### config.mk
export PLATFORM = sky130hd
export DESIGN_NAME = acc_subsystem
export DESIGN_NICKNAME = d
export VERILOG_FILES = /design/src/hw/acc_pkg.sv /design/src/hw/acc_ctrl_regs.sv /design/src/hw/acc_mem_arbiter.sv /design/src/hw/acc_reduce_engine.sv /design/src/hw/acc_scale_engine.sv /design/src/hw/acc_subsystem.sv
export SDC_FILE = /design/constraint.sdc
export NUM_CORES = 2
export LEC_CHECK = 0
export ABC_AREA = 1
export ABC_CLOCK_PERIOD_IN_PS = 11110
export BUFFER_PORTS_ARGS = -buffer_cell sky130_fd_sc_hd__buf_4
export CAP_MARGIN = 25
export CORE_ASPECT_RATIO = 1.75
export CORE_MARGIN = 4
export CORE_UTILIZATION = 55
export DETAILED_ROUTE_END_ITERATION = 6
export GPL_TIMING_DRIVEN = 0
export PLACE_DENSITY = 0.73
export SLEW_MARGIN = 20
export SYNTH_ARGS = -nofsm -noshare
export SYNTH_HDL_FRONTEND = slang
export SYNTH_SLANG_ARGS = --single-unit
### constraint.sdc
create_clock -name clk_i -period 11.11 [get_ports clk_i]
set_clock_uncertainty 0.05 [all_clocks]
set_input_delay 0 -clock clk_i [delete_from_list [all_inputs] [get_ports clk_i]]
set_output_delay 0 -clock clk_i [all_outputs]
set_load 0.02 [all_outputs]
### src/hw/acc_pkg.sv
////////////////////////////////////////
// Accelerator shared definitions
// Bus widths, handshake structs and FSM encodings
////////////////////////////////////////

`default_nettype none

package acc_pkg;

  // Bus widths
  localparam int unsigned DATA_W = 32;
  localparam int unsigned ADDR_W = 16;

  // Configuration register index
  typedef enum logic [2:0] {
    REG_SRC   = 3'd0,
    REG_DST   = 3'd1,
    REG_LEN   = 3'd2,
    REG_PARAM = 3'd3,
    REG_CTRL  = 3'd4
  } acc_reg_e;

  typedef struct packed {
    acc_reg_e          addr;
    logic              wen;
    logic [DATA_W-1:0] wdata;
  } cfg_req_t;

  typedef struct packed {
    logic [DATA_W-1:0] rdata;
  } cfg_rsp_t;

  typedef struct packed {
    logic [ADDR_W-1:0] addr;
    logic              wen;
    logic [DATA_W-1:0] wdata;
  } mem_req_t;

  typedef struct packed {
    logic [DATA_W-1:0] rdata;
  } mem_rsp_t;

  typedef enum logic [2:0] {
    ST_IDLE,
    ST_READ,
    ST_READ_REL,
    ST_WRITE,
    ST_WRITE_REL,
    ST_DONE
  } eng_state_e;

  // Job setup, fixed-width part; the length travels beside it
  typedef struct packed {
    logic [ADDR_W-1:0] src;
    logic [ADDR_W-1:0] dst;
    logic [DATA_W-1:0] param;
  } acc_cfg_t;

endpackage

`default_nettype wire

### src/hw/acc_ctrl_regs.sv
////////////////////////////////////////
// Engine configuration registers
// Four-phase ack side, job setup and start pulse
////////////////////////////////////////

`timescale 1ns/100ps
`default_nettype none

module acc_ctrl_regs #(
  parameter int unsigned LEN_W = 8
) (
  input  logic              clk_i,
  input  logic              arst_n_i,
  input  logic              cfg_req_i,
  input  acc_pkg::cfg_req_t cfg_i,
  output logic              cfg_ack_o,
  output acc_pkg::cfg_rsp_t cfg_rsp_o,
  input  logic              busy_i,
  output logic              start_o,
  output acc_pkg::acc_cfg_t regs_o,
  output logic [LEN_W-1:0]  len_o
);

  logic                       ack_q;
  logic                       req_new;
  logic                       wr_en;
  logic [acc_pkg::DATA_W-1:0] rdata_d;
  logic [acc_pkg::DATA_W-1:0] rdata_q;
  acc_pkg::acc_cfg_t          regs_q;
  logic [LEN_W-1:0]           len_q;

  // Request seen, ack goes up at the next edge
  assign req_new = cfg_req_i && !ack_q;
  assign wr_en   = req_new && cfg_i.wen && !busy_i;
  assign start_o = wr_en && (cfg_i.addr == acc_pkg::REG_CTRL);

  ////////////////////////////////////////
  // Handshake
  ////////////////////////////////////////

  always_ff @(posedge clk_i or negedge arst_n_i) begin
    if (!arst_n_i) begin
      ack_q <= 1'b0;
    end else begin
      ack_q <= cfg_req_i;
    end
  end

  ////////////////////////////////////////
  // Register file
  ////////////////////////////////////////

  always_ff @(posedge clk_i or negedge arst_n_i) begin
    if (!arst_n_i) begin
      regs_q <= '0;
      len_q  <= '0;
    end else if (wr_en) begin
      case (cfg_i.addr)
        acc_pkg::REG_SRC:   regs_q.src   <= cfg_i.wdata[acc_pkg::ADDR_W-1:0];
        acc_pkg::REG_DST:   regs_q.dst   <= cfg_i.wdata[acc_pkg::ADDR_W-1:0];
        acc_pkg::REG_LEN:   len_q        <= cfg_i.wdata[LEN_W-1:0];
        acc_pkg::REG_PARAM: regs_q.param <= cfg_i.wdata;
        default: ;
      endcase
    end
  end

  // Readback, zero for unmapped slots
  always_comb begin
    rdata_d = '0;
    case (cfg_i.addr)
      acc_pkg::REG_SRC:   rdata_d[acc_pkg::ADDR_W-1:0] = regs_q.src;
      acc_pkg::REG_DST:   rdata_d[acc_pkg::ADDR_W-1:0] = regs_q.dst;
      acc_pkg::REG_LEN:   rdata_d[LEN_W-1:0]           = len_q;
      acc_pkg::REG_PARAM: rdata_d                      = regs_q.param;
      acc_pkg::REG_CTRL:  rdata_d[0]                   = busy_i;
      default: ;
    endcase
  end

  always_ff @(posedge clk_i) begin
    if (req_new) begin
      rdata_q <= rdata_d;
    end
  end

  assign cfg_ack_o       = ack_q;
  assign cfg_rsp_o.rdata = rdata_q;
  assign regs_o          = regs_q;
  assign len_o           = len_q;

  // No new request from the host while ack is still high
  assert property (@(posedge clk_i) disable iff (!arst_n_i)
    cfg_ack_o |-> !$rose(cfg_req_i));

endmodule

`default_nettype wire

### src/hw/acc_mem_arbiter.sv
////////////////////////////////////////
// Memory port arbiter
// Round-robin, grant locked per four-phase cycle
////////////////////////////////////////

`timescale 1ns/100ps
`default_nettype none

module acc_mem_arbiter (
  input  logic                    clk_i,
  input  logic                    arst_n_i,
  input  logic [1:0]              req_i,
  input  acc_pkg::mem_req_t [1:0] in_i,
  output logic [1:0]              ack_o,
  output acc_pkg::mem_rsp_t       rsp_o,
  output logic                    mem_req_o,
  output acc_pkg::mem_req_t       mem_o,
  input  logic                    mem_ack_i,
  input  acc_pkg::mem_rsp_t       mem_i
);

  logic lock_q;
  logic owner_q;
  logic prio_q;
  logic pick;

  // Preferred engine wins a tie
  assign pick = req_i[prio_q] ? prio_q : ~prio_q;

  ////////////////////////////////////////
  // Grant and release
  ////////////////////////////////////////

  always_ff @(posedge clk_i or negedge arst_n_i) begin
    if (!arst_n_i) begin
      lock_q  <= 1'b0;
      owner_q <= 1'b0;
      prio_q  <= 1'b0;
    end else if (!lock_q) begin
      if (|req_i) begin
        lock_q  <= 1'b1;
        owner_q <= pick;
      end
    end else if (!req_i[owner_q] && !mem_ack_i) begin
      // Cycle complete, other side goes first next time
      lock_q <= 1'b0;
      prio_q <= ~owner_q;
    end
  end

  assign mem_req_o = lock_q && req_i[owner_q];
  assign mem_o     = in_i[owner_q];

  // Only the owner sees ack and data
  always_comb begin
    ack_o = '0;
    if (lock_q) begin
      ack_o[owner_q] = mem_ack_i;
    end
  end

  assign rsp_o.rdata = lock_q ? mem_i.rdata : '0;

  // Memory answers only inside a granted cycle
  assert property (@(posedge clk_i) disable iff (!arst_n_i)
    mem_ack_i |-> lock_q);

endmodule

`default_nettype wire

### src/hw/acc_reduce_engine.sv
////////////////////////////////////////
// Reduce engine
// Sums len words from src onto param, writes one word to dst
////////////////////////////////////////

`timescale 1ns/100ps
`default_nettype none

module acc_reduce_engine #(
  parameter int unsigned LEN_W = 8
) (
  input  logic              clk_i,
  input  logic              arst_n_i,
  input  logic              cfg_req_i,
  input  acc_pkg::cfg_req_t cfg_i,
  output logic              cfg_ack_o,
  output acc_pkg::cfg_rsp_t cfg_rsp_o,
  output logic              mem_req_o,
  output acc_pkg::mem_req_t mem_o,
  input  logic              mem_ack_i,
  input  acc_pkg::mem_rsp_t mem_i,
  output logic              busy_o,
  output logic              evt_o
);

  localparam int unsigned AW = acc_pkg::ADDR_W;

  acc_pkg::eng_state_e        state_q;
  acc_pkg::acc_cfg_t          regs;
  logic [LEN_W-1:0]           len;
  logic [LEN_W-1:0]           idx_q;
  logic [acc_pkg::DATA_W-1:0] acc_q;
  logic                       start;
  logic                       last;

  acc_ctrl_regs #(
    .LEN_W ( LEN_W )
  ) ctrl_regs_inst (
    .clk_i     ( clk_i     ),
    .arst_n_i  ( arst_n_i  ),
    .cfg_req_i ( cfg_req_i ),
    .cfg_i     ( cfg_i     ),
    .cfg_ack_o ( cfg_ack_o ),
    .cfg_rsp_o ( cfg_rsp_o ),
    .busy_i    ( busy_o    ),
    .start_o   ( start     ),
    .regs_o    ( regs      ),
    .len_o     ( len       )
  );

  assign last = ({1'b0, idx_q} + 1'b1) >= {1'b0, len};

  ////////////////////////////////////////
  // Read loop, then one write
  ////////////////////////////////////////

  always_ff @(posedge clk_i or negedge arst_n_i) begin
    if (!arst_n_i) begin
      state_q <= acc_pkg::ST_IDLE;
      idx_q   <= '0;
    end else begin
      case (state_q)
        acc_pkg::ST_IDLE, acc_pkg::ST_DONE: begin
          if (start) begin
            idx_q   <= '0;
            // Nothing to read or write for len 0
            state_q <= (len == '0) ? acc_pkg::ST_WRITE_REL : acc_pkg::ST_READ;
          end else begin
            state_q <= acc_pkg::ST_IDLE;
          end
        end
        acc_pkg::ST_READ: begin
          if (mem_ack_i) state_q <= acc_pkg::ST_READ_REL;
        end
        acc_pkg::ST_READ_REL: begin
          if (!mem_ack_i) begin
            if (last) begin
              state_q <= acc_pkg::ST_WRITE;
            end else begin
              idx_q   <= idx_q + 1'b1;
              state_q <= acc_pkg::ST_READ;
            end
          end
        end
        acc_pkg::ST_WRITE: begin
          if (mem_ack_i) state_q <= acc_pkg::ST_WRITE_REL;
        end
        acc_pkg::ST_WRITE_REL: begin
          if (!mem_ack_i) state_q <= acc_pkg::ST_DONE;
        end
        default: state_q <= acc_pkg::ST_IDLE;
      endcase
    end
  end

  // Accumulator wraps modulo 2^32
  always_ff @(posedge clk_i) begin
    if (start) begin
      acc_q <= regs.param;
    end else if (state_q == acc_pkg::ST_READ && mem_ack_i) begin
      acc_q <= acc_q + mem_i.rdata;
    end
  end

  assign mem_req_o   = (state_q == acc_pkg::ST_READ) || (state_q == acc_pkg::ST_WRITE);
  assign mem_o.wen   = (state_q == acc_pkg::ST_WRITE);
  assign mem_o.addr  = mem_o.wen ? regs.dst : regs.src + AW'(idx_q);
  assign mem_o.wdata = acc_q;

  assign busy_o = (state_q != acc_pkg::ST_IDLE) && (state_q != acc_pkg::ST_DONE);
  assign evt_o  = (state_q == acc_pkg::ST_DONE);

  assert property (@(posedge clk_i) disable iff (!arst_n_i)
    mem_req_o && !mem_ack_i |=> mem_req_o && $stable(mem_o));

endmodule

`default_nettype wire

### src/hw/acc_scale_engine.sv
////////////////////////////////////////
// Scale engine
// dst[i] = src[i] * param for each i below len
////////////////////////////////////////

`timescale 1ns/100ps
`default_nettype none

module acc_scale_engine #(
  parameter int unsigned LEN_W = 8
) (
  input  logic              clk_i,
  input  logic              arst_n_i,
  input  logic              cfg_req_i,
  input  acc_pkg::cfg_req_t cfg_i,
  output logic              cfg_ack_o,
  output acc_pkg::cfg_rsp_t cfg_rsp_o,
  output logic              mem_req_o,
  output acc_pkg::mem_req_t mem_o,
  input  logic              mem_ack_i,
  input  acc_pkg::mem_rsp_t mem_i,
  output logic              busy_o,
  output logic              evt_o
);

  localparam int unsigned AW = acc_pkg::ADDR_W;

  acc_pkg::eng_state_e        state_q;
  acc_pkg::acc_cfg_t          regs;
  logic [LEN_W-1:0]           len;
  logic [LEN_W-1:0]           idx_q;
  logic [acc_pkg::DATA_W-1:0] prod_q;
  logic                       start;
  logic                       last;

  acc_ctrl_regs #(
    .LEN_W ( LEN_W )
  ) ctrl_regs_inst (
    .clk_i     ( clk_i     ),
    .arst_n_i  ( arst_n_i  ),
    .cfg_req_i ( cfg_req_i ),
    .cfg_i     ( cfg_i     ),
    .cfg_ack_o ( cfg_ack_o ),
    .cfg_rsp_o ( cfg_rsp_o ),
    .busy_i    ( busy_o    ),
    .start_o   ( start     ),
    .regs_o    ( regs      ),
    .len_o     ( len       )
  );

  // Also true for an empty job
  assign last = ({1'b0, idx_q} + 1'b1) >= {1'b0, len};

  ////////////////////////////////////////
  // Element FSM
  ////////////////////////////////////////

  always_ff @(posedge clk_i or negedge arst_n_i) begin
    if (!arst_n_i) begin
      state_q <= acc_pkg::ST_IDLE;
      idx_q   <= '0;
    end else begin
      case (state_q)
        acc_pkg::ST_IDLE, acc_pkg::ST_DONE: begin
          if (start) begin
            idx_q   <= '0;
            // Empty job drains straight through the release state
            state_q <= (len == '0) ? acc_pkg::ST_WRITE_REL : acc_pkg::ST_READ;
          end else begin
            state_q <= acc_pkg::ST_IDLE;
          end
        end
        acc_pkg::ST_READ: begin
          if (mem_ack_i) state_q <= acc_pkg::ST_READ_REL;
        end
        acc_pkg::ST_READ_REL: begin
          if (!mem_ack_i) state_q <= acc_pkg::ST_WRITE;
        end
        acc_pkg::ST_WRITE: begin
          if (mem_ack_i) state_q <= acc_pkg::ST_WRITE_REL;
        end
        acc_pkg::ST_WRITE_REL: begin
          if (!mem_ack_i) begin
            if (last) begin
              state_q <= acc_pkg::ST_DONE;
            end else begin
              idx_q   <= idx_q + 1'b1;
              state_q <= acc_pkg::ST_READ;
            end
          end
        end
        default: state_q <= acc_pkg::ST_IDLE;
      endcase
    end
  end

  // Low 32 bits of the product
  always_ff @(posedge clk_i) begin
    if (state_q == acc_pkg::ST_READ && mem_ack_i) begin
      prod_q <= mem_i.rdata * regs.param;
    end
  end

  assign mem_req_o   = (state_q == acc_pkg::ST_READ) || (state_q == acc_pkg::ST_WRITE);
  assign mem_o.wen   = (state_q == acc_pkg::ST_WRITE);
  assign mem_o.addr  = (mem_o.wen ? regs.dst : regs.src) + AW'(idx_q);
  assign mem_o.wdata = prod_q;

  assign busy_o = (state_q != acc_pkg::ST_IDLE) && (state_q != acc_pkg::ST_DONE);
  assign evt_o  = (state_q == acc_pkg::ST_DONE);

  // Request and payload hold until the memory answers
  assert property (@(posedge clk_i) disable iff (!arst_n_i)
    mem_req_o && !mem_ack_i |=> mem_req_o && $stable(mem_o));

endmodule

`default_nettype wire

### src/hw/acc_subsystem.sv
////////////////////////////////////////
// Accelerator subsystem top
// Two engines, config steering and shared memory port
////////////////////////////////////////

`timescale 1ns/100ps
`default_nettype none

module acc_subsystem #(
  parameter int unsigned LEN_W = 8
) (
  input  logic              clk_i,
  input  logic              arst_n_i,
  input  logic              sel_i,
  input  logic              cfg_req_i,
  input  acc_pkg::cfg_req_t cfg_i,
  output logic              cfg_ack_o,
  output acc_pkg::cfg_rsp_t cfg_rsp_o,
  output logic              mem_req_o,
  output acc_pkg::mem_req_t mem_o,
  input  logic              mem_ack_i,
  input  acc_pkg::mem_rsp_t mem_i,
  output logic              busy_o,
  output logic              evt_o
);

  logic [1:0]              eng_cfg_req;
  logic [1:0]              eng_cfg_ack;
  acc_pkg::cfg_rsp_t [1:0] eng_cfg_rsp;
  logic [1:0]              eng_mem_req;
  logic [1:0]              eng_mem_ack;
  acc_pkg::mem_req_t [1:0] eng_mem;
  acc_pkg::mem_rsp_t       eng_mem_rsp;
  logic [1:0]              eng_busy;
  logic [1:0]              eng_evt;

  ////////////////////////////////////////
  // Config steering and output select
  ////////////////////////////////////////

  // Payload goes to both, req only to the chosen one
  assign eng_cfg_req[0] = cfg_req_i && !sel_i;
  assign eng_cfg_req[1] = cfg_req_i && sel_i;

  assign cfg_ack_o = eng_cfg_ack[sel_i];
  assign cfg_rsp_o = eng_cfg_rsp[sel_i];
  assign busy_o    = eng_busy[sel_i];
  assign evt_o     = eng_evt[sel_i];

  ////////////////////////////////////////
  // Engines
  ////////////////////////////////////////

  acc_scale_engine #(
    .LEN_W ( LEN_W )
  ) scale_engine_inst (
    .clk_i     ( clk_i          ),
    .arst_n_i  ( arst_n_i       ),
    .cfg_req_i ( eng_cfg_req[0] ),
    .cfg_i     ( cfg_i          ),
    .cfg_ack_o ( eng_cfg_ack[0] ),
    .cfg_rsp_o ( eng_cfg_rsp[0] ),
    .mem_req_o ( eng_mem_req[0] ),
    .mem_o     ( eng_mem[0]     ),
    .mem_ack_i ( eng_mem_ack[0] ),
    .mem_i     ( eng_mem_rsp    ),
    .busy_o    ( eng_busy[0]    ),
    .evt_o     ( eng_evt[0]     )
  );

  acc_reduce_engine #(
    .LEN_W ( LEN_W )
  ) reduce_engine_inst (
    .clk_i     ( clk_i          ),
    .arst_n_i  ( arst_n_i       ),
    .cfg_req_i ( eng_cfg_req[1] ),
    .cfg_i     ( cfg_i          ),
    .cfg_ack_o ( eng_cfg_ack[1] ),
    .cfg_rsp_o ( eng_cfg_rsp[1] ),
    .mem_req_o ( eng_mem_req[1] ),
    .mem_o     ( eng_mem[1]     ),
    .mem_ack_i ( eng_mem_ack[1] ),
    .mem_i     ( eng_mem_rsp    ),
    .busy_o    ( eng_busy[1]    ),
    .evt_o     ( eng_evt[1]     )
  );

  // Shared memory master port
  acc_mem_arbiter mem_arbiter_inst (
    .clk_i     ( clk_i       ),
    .arst_n_i  ( arst_n_i    ),
    .req_i     ( eng_mem_req ),
    .in_i      ( eng_mem     ),
    .ack_o     ( eng_mem_ack ),
    .rsp_o     ( eng_mem_rsp ),
    .mem_req_o ( mem_req_o   ),
    .mem_o     ( mem_o       ),
    .mem_ack_i ( mem_ack_i   ),
    .mem_i     ( mem_i       )
  );

endmodule

`default_nettype wire

==> load_flow_metrics.sql <==
INSERT INTO impl_metrics (metric_group, metric, value, unit) VALUES
('status', 'status', 'finished, final reports clean', ''),
('timing', 'worst_pin_slew', '1.13', 'ns'),
('synthesis', 'synthSimpleGateAreaFrac', '19.8', '%'),
('synthesis', 'combinational_family_with_the_most_area_after_synthesis', 'adder cells', ''),
('synthesis', 'synth-seq-area-share', '25.5', '%'),
('routing', 'drt_first_pass_iters', '6', ''),
('critical_path', 'worstPathRequired', '11.48', 'ns'),
('timing', 'layout_setup_ws', '2.19', 'ns'),
('cells_and_area', 'final_net_count', '4819', ''),
('min_path', 'hold_path.class', 'input port to flip-flop', ''),
('synthesis', 'avgSynthCellArea', '8.14', 'um^2'),
('critical_path', 'crit_family', 'adder cells', ''),
('critical_path', 'criticalPathCategory', 'flip-flop to flip-flop', ''),
('floorplanning', 'initial_utilization', '55.6', '%'),
('routing', 'drc', '0', ''),
('global_route', 'grt_first_pass_wirelength', '181000', 'um'),
('floorplanning', 'core_area', '0.0573', 'mm^2'),
('synthesis', 'ys_ff_latch', '299', ''),
('clock_tree', 'cts.sinks', '299', ''),
('critical_path', 'cp-end-kind', 'flip-flop', ''),
('place', 'postPlaceCellArea', '0.0341', 'mm^2'),
('timing', 'fin_crit', '8.92', 'ns'),
('critical_path', 'worst_path_largest_cell_delay', '0.85', 'ns'),
('synthesis', 'synth_edf_count', '128', ''),
('synthesis', 'yosys-mux-area-fraction', '0.385', '%'),
('cells_and_area', 'core_util_final', '61.9', '%'),
('synthesis', 'synth-warning-count', '0', ''),
('synthesis', 'synth-compound-area-share', '8.73', '%'),
('routing', 'drt-wirelength-per-cell', '25.1', 'um'),
('cells_and_area', 'nFillCells', '5279', ''),
('critical_path', 'timing.critical_path.buf_inv', '6', ''),
('synthesis', 'ys_async_sr_fraction', '57.2', '%'),
('routing', 'avgViaCountPerCell', '5.81', ''),
('clock_tree', 'cts_root_buf', 'clkbuf_16', ''),
('clock_tree', 'worst_skew_pair.late_latency', '0.60', 'ns'),
('timing', 'maxSlewViolCount', '0', ''),
('synthesis', 'netlist_instances', '3917', ''),
('floorplanning', 'die_h', '326', 'um'),
('cells_and_area', 'drive_gt1_share', '6.60', '%'),
('cells_and_area', 'design_area', '0.0355', 'mm^2'),
('clock_tree', 'clock_tree_from_tritoncts', 'built', ''),
('global_route', 'grt_use_met2', '67.2', '%'),
('clock_tree', 'clockBufferDepth', '3', ''),
('routing', 'detail_route.wirelength', '124000', 'um'),
('timing', 'timing.fmax', '112', 'MHz'),
('global_route', 'grt_start_max_net_pins', '91', ''),
('synthesis', 'syn-cell-area', '0.0319', 'mm^2'),
('critical_path', 'cp_cell_sequence', 'buf_4, buf_4, nand2_1, clkbuf_1, clkinv_1, nand2_1, fa_1, fa_1, fa_1, fa_1, inv_1, fa_1, fa_1, fa_1, fa_1, ha_1, nand2_1, nor2_1, inv_1, nor3_1, nand4_1, nand2_1, xor2_1', ''),
('place', 'place_ws', '2.40', 'ns'),
('critical_path', 'cell_seen_most_often_among_critical_path_stages', 'fa_1', ''),
('critical_path', 'cpMaxStageDelayCell', 'clkinv_1', ''),
('critical_path', 'startpoint_type', 'flip-flop', ''),
('floorplanning', 'num_io_pins', '158', ''),
('timing', 'final.setup.tns', '0', 'ns'),
('clock_tree', 'cts_inserted_buffers', '28', ''),
('global_route', 'global_route.overflow_total', '0', ''),
('global_route', 'antenna_found_initial', '1', ''),
('timing', 'setup_viol_count_final', '0', ''),
('global_route', 'grt_use_total', '39.8', '%'),
('synthesis', 'mappedNetlistNets', '4589', ''),
('synthesis', 'netlist-cell-type-count', '52', ''),
('timing', 'setup_repair_after_global_routing_missed_its_margin', 'no', ''),
('synthesis', 'synth_adder_area_share', '33.2', '%'),
('clock_tree', 'clk_pin_slew_worst_paths', '0.07', 'ns'),
('place', 'port_buffers', '150', ''),
('routing', 'first_iter_violations', '2627', ''),
('floorplanning', 'dieArea', '0.0620', 'mm^2'),
('floorplanning', 'rows', '116', ''),
('critical_path', 'cp_data_arrival_time', '9.29', 'ns'),
('floorplanning', 'die-width', '190', 'um'),
('cells_and_area', 'area.growth.synth_to_final', '11.3', '%');
-- state kept, by name, summed over array words and instances, names as in the netlist --
| register | count |
|---|---|
| reduce_engine_inst.ctrl_regs_inst.regs_o | 64 |
| scale_engine_inst.ctrl_regs_inst.regs_o | 64 |
| reduce_engine_inst.acc_q | 32 |
| reduce_engine_inst.ctrl_regs_inst.cfg_rsp_o | 32 |
| scale_engine_inst.ctrl_regs_inst.cfg_rsp_o | 32 |
| scale_engine_inst.prod_q | 32 |
| reduce_engine_inst.ctrl_regs_inst.len_o | 8 |
| reduce_engine_inst.idx_q | 8 |
| scale_engine_inst.ctrl_regs_inst.len_o | 8 |
| scale_engine_inst.idx_q | 8 |
| reduce_engine_inst.state_q | 3 |
| scale_engine_inst.state_q | 3 |
| mem_arbiter_inst.lock_q | 1 |
| mem_arbiter_inst.owner_q | 1 |
| mem_arbiter_inst.prio_q | 1 |
| reduce_engine_inst.ctrl_regs_inst.cfg_ack_o | 1 |
| scale_engine_inst.ctrl_regs_inst.cfg_ack_o | 1 |
-- synthesized netlist by cell type, types with 7 or more instances --
master    instances  share of area [%]
xnor2_1          32               0.88
nand2_2           7               0.14
nand4_1          25               0.49
nand3_1         107                1.7
a221oi_1          7               0.19
nand2_1         922                 11
nor2_1          459                5.4
buf_2            13               0.20
ha_1            188                7.4
dfrtp_1         171                 13
a22oi_1          14               0.33
clkbuf_1        115                1.4
xor2_1           45                1.2
o31ai_1           9               0.21
mux2_2           10               0.35
a21o_1            9               0.21
a31oi_1           8               0.16
o21ai_0         276                4.3
fa_1            411                 26
a21oi_1         102                1.6
inv_1           679                8.0
o221ai_1         32               0.88
o22ai_1           8               0.16
or2_2             9               0.18
nand3b_1         10               0.24
clkinv_1         23               0.27
nor3_1           28               0.44
edfxtp_1        128                 12
inv_2             9               0.11
-- per-stage QoR --
| step | cells | hold slack [ns] |
|---|---|---|
| floorplan | 3917 | -0.346 |
| global placement | 4834 | 0.173 |
| detailed placement | 4840 | -0.00585 |
| CTS | 4936 | 0.0193 |
| global route | 4936 | 0.0801 |
| finish | 4937 | 0.0164 |
-- final cells by class --
class                   count  area, um^2  area share [%]
multi-input cells        2764       20500            57.8
flip-flops and latches    299        8120            22.9
inverters                 711        2670            7.52
repair buffers            200        1690            4.76
well taps                 767         960            2.71
clock buffers              37         807            2.28
plain buffers             143         603            1.70
clock inverters            15         118           0.332
diodes                      1        2.50         0.00705
-- tightest hold or removal path, cell delays in order --
cell,delay [ns]
buf_4,0.13
nand2_1,0.12
xor2_1,0.10
nand3_1,0.08
nand3_1,0.07
o21ai_0,0.06
-- routing by layer --
layer	share of wire [%]	wire (um)
met5	0	0
met4	14	17700
met3	6.8	8450
met2	48	59800
met1	31	37800
-- repair_timing --
item,CTS,global route
hold buffers,44,0
resized for setup,0,0
endpoints found under the hold margin,344,0
buffers inserted,0,0
-- worst paths after layout --
path / cells past startpoint / start / to / slack [ns]
setup reg to reg: 23 / mem_arbiter_inst.lock_q / scale_engine_inst.prod_q[30] / 2.19
max in group asynchronous: 4 / arst_n_i / reduce_engine_inst.ctrl_regs_inst.regs_o[25] / 9.79
min in group asynchronous: 3 / arst_n_i / reduce_engine_inst.ctrl_regs_inst.regs_o[2] / 0.38
hold reg to reg: 1 / reduce_engine_inst.ctrl_regs_inst.regs_o[32] / reduce_engine_inst.ctrl_regs_inst.regs_o[32] / 0.50
setup / recovery: 23 / mem_arbiter_inst.lock_q / scale_engine_inst.prod_q[30] / 2.19
hold / removal: 6 / mem_i[31] / reduce_engine_inst.acc_q[31] / 0.02
-- logic make-up after synthesis --
family / count (synthesis)
AOI/OAI and AO/OA: 494
muxes: 11
xor gates and xnor gates: 77
DFF: 299
adders and majority gates: 599
buffers and inverters: 854
and+or+nand+nor: 1583
Power is left out: the tool's default activity adds up to more than one toggle a clock period on the data nets, which glitch-free logic cannot reach.
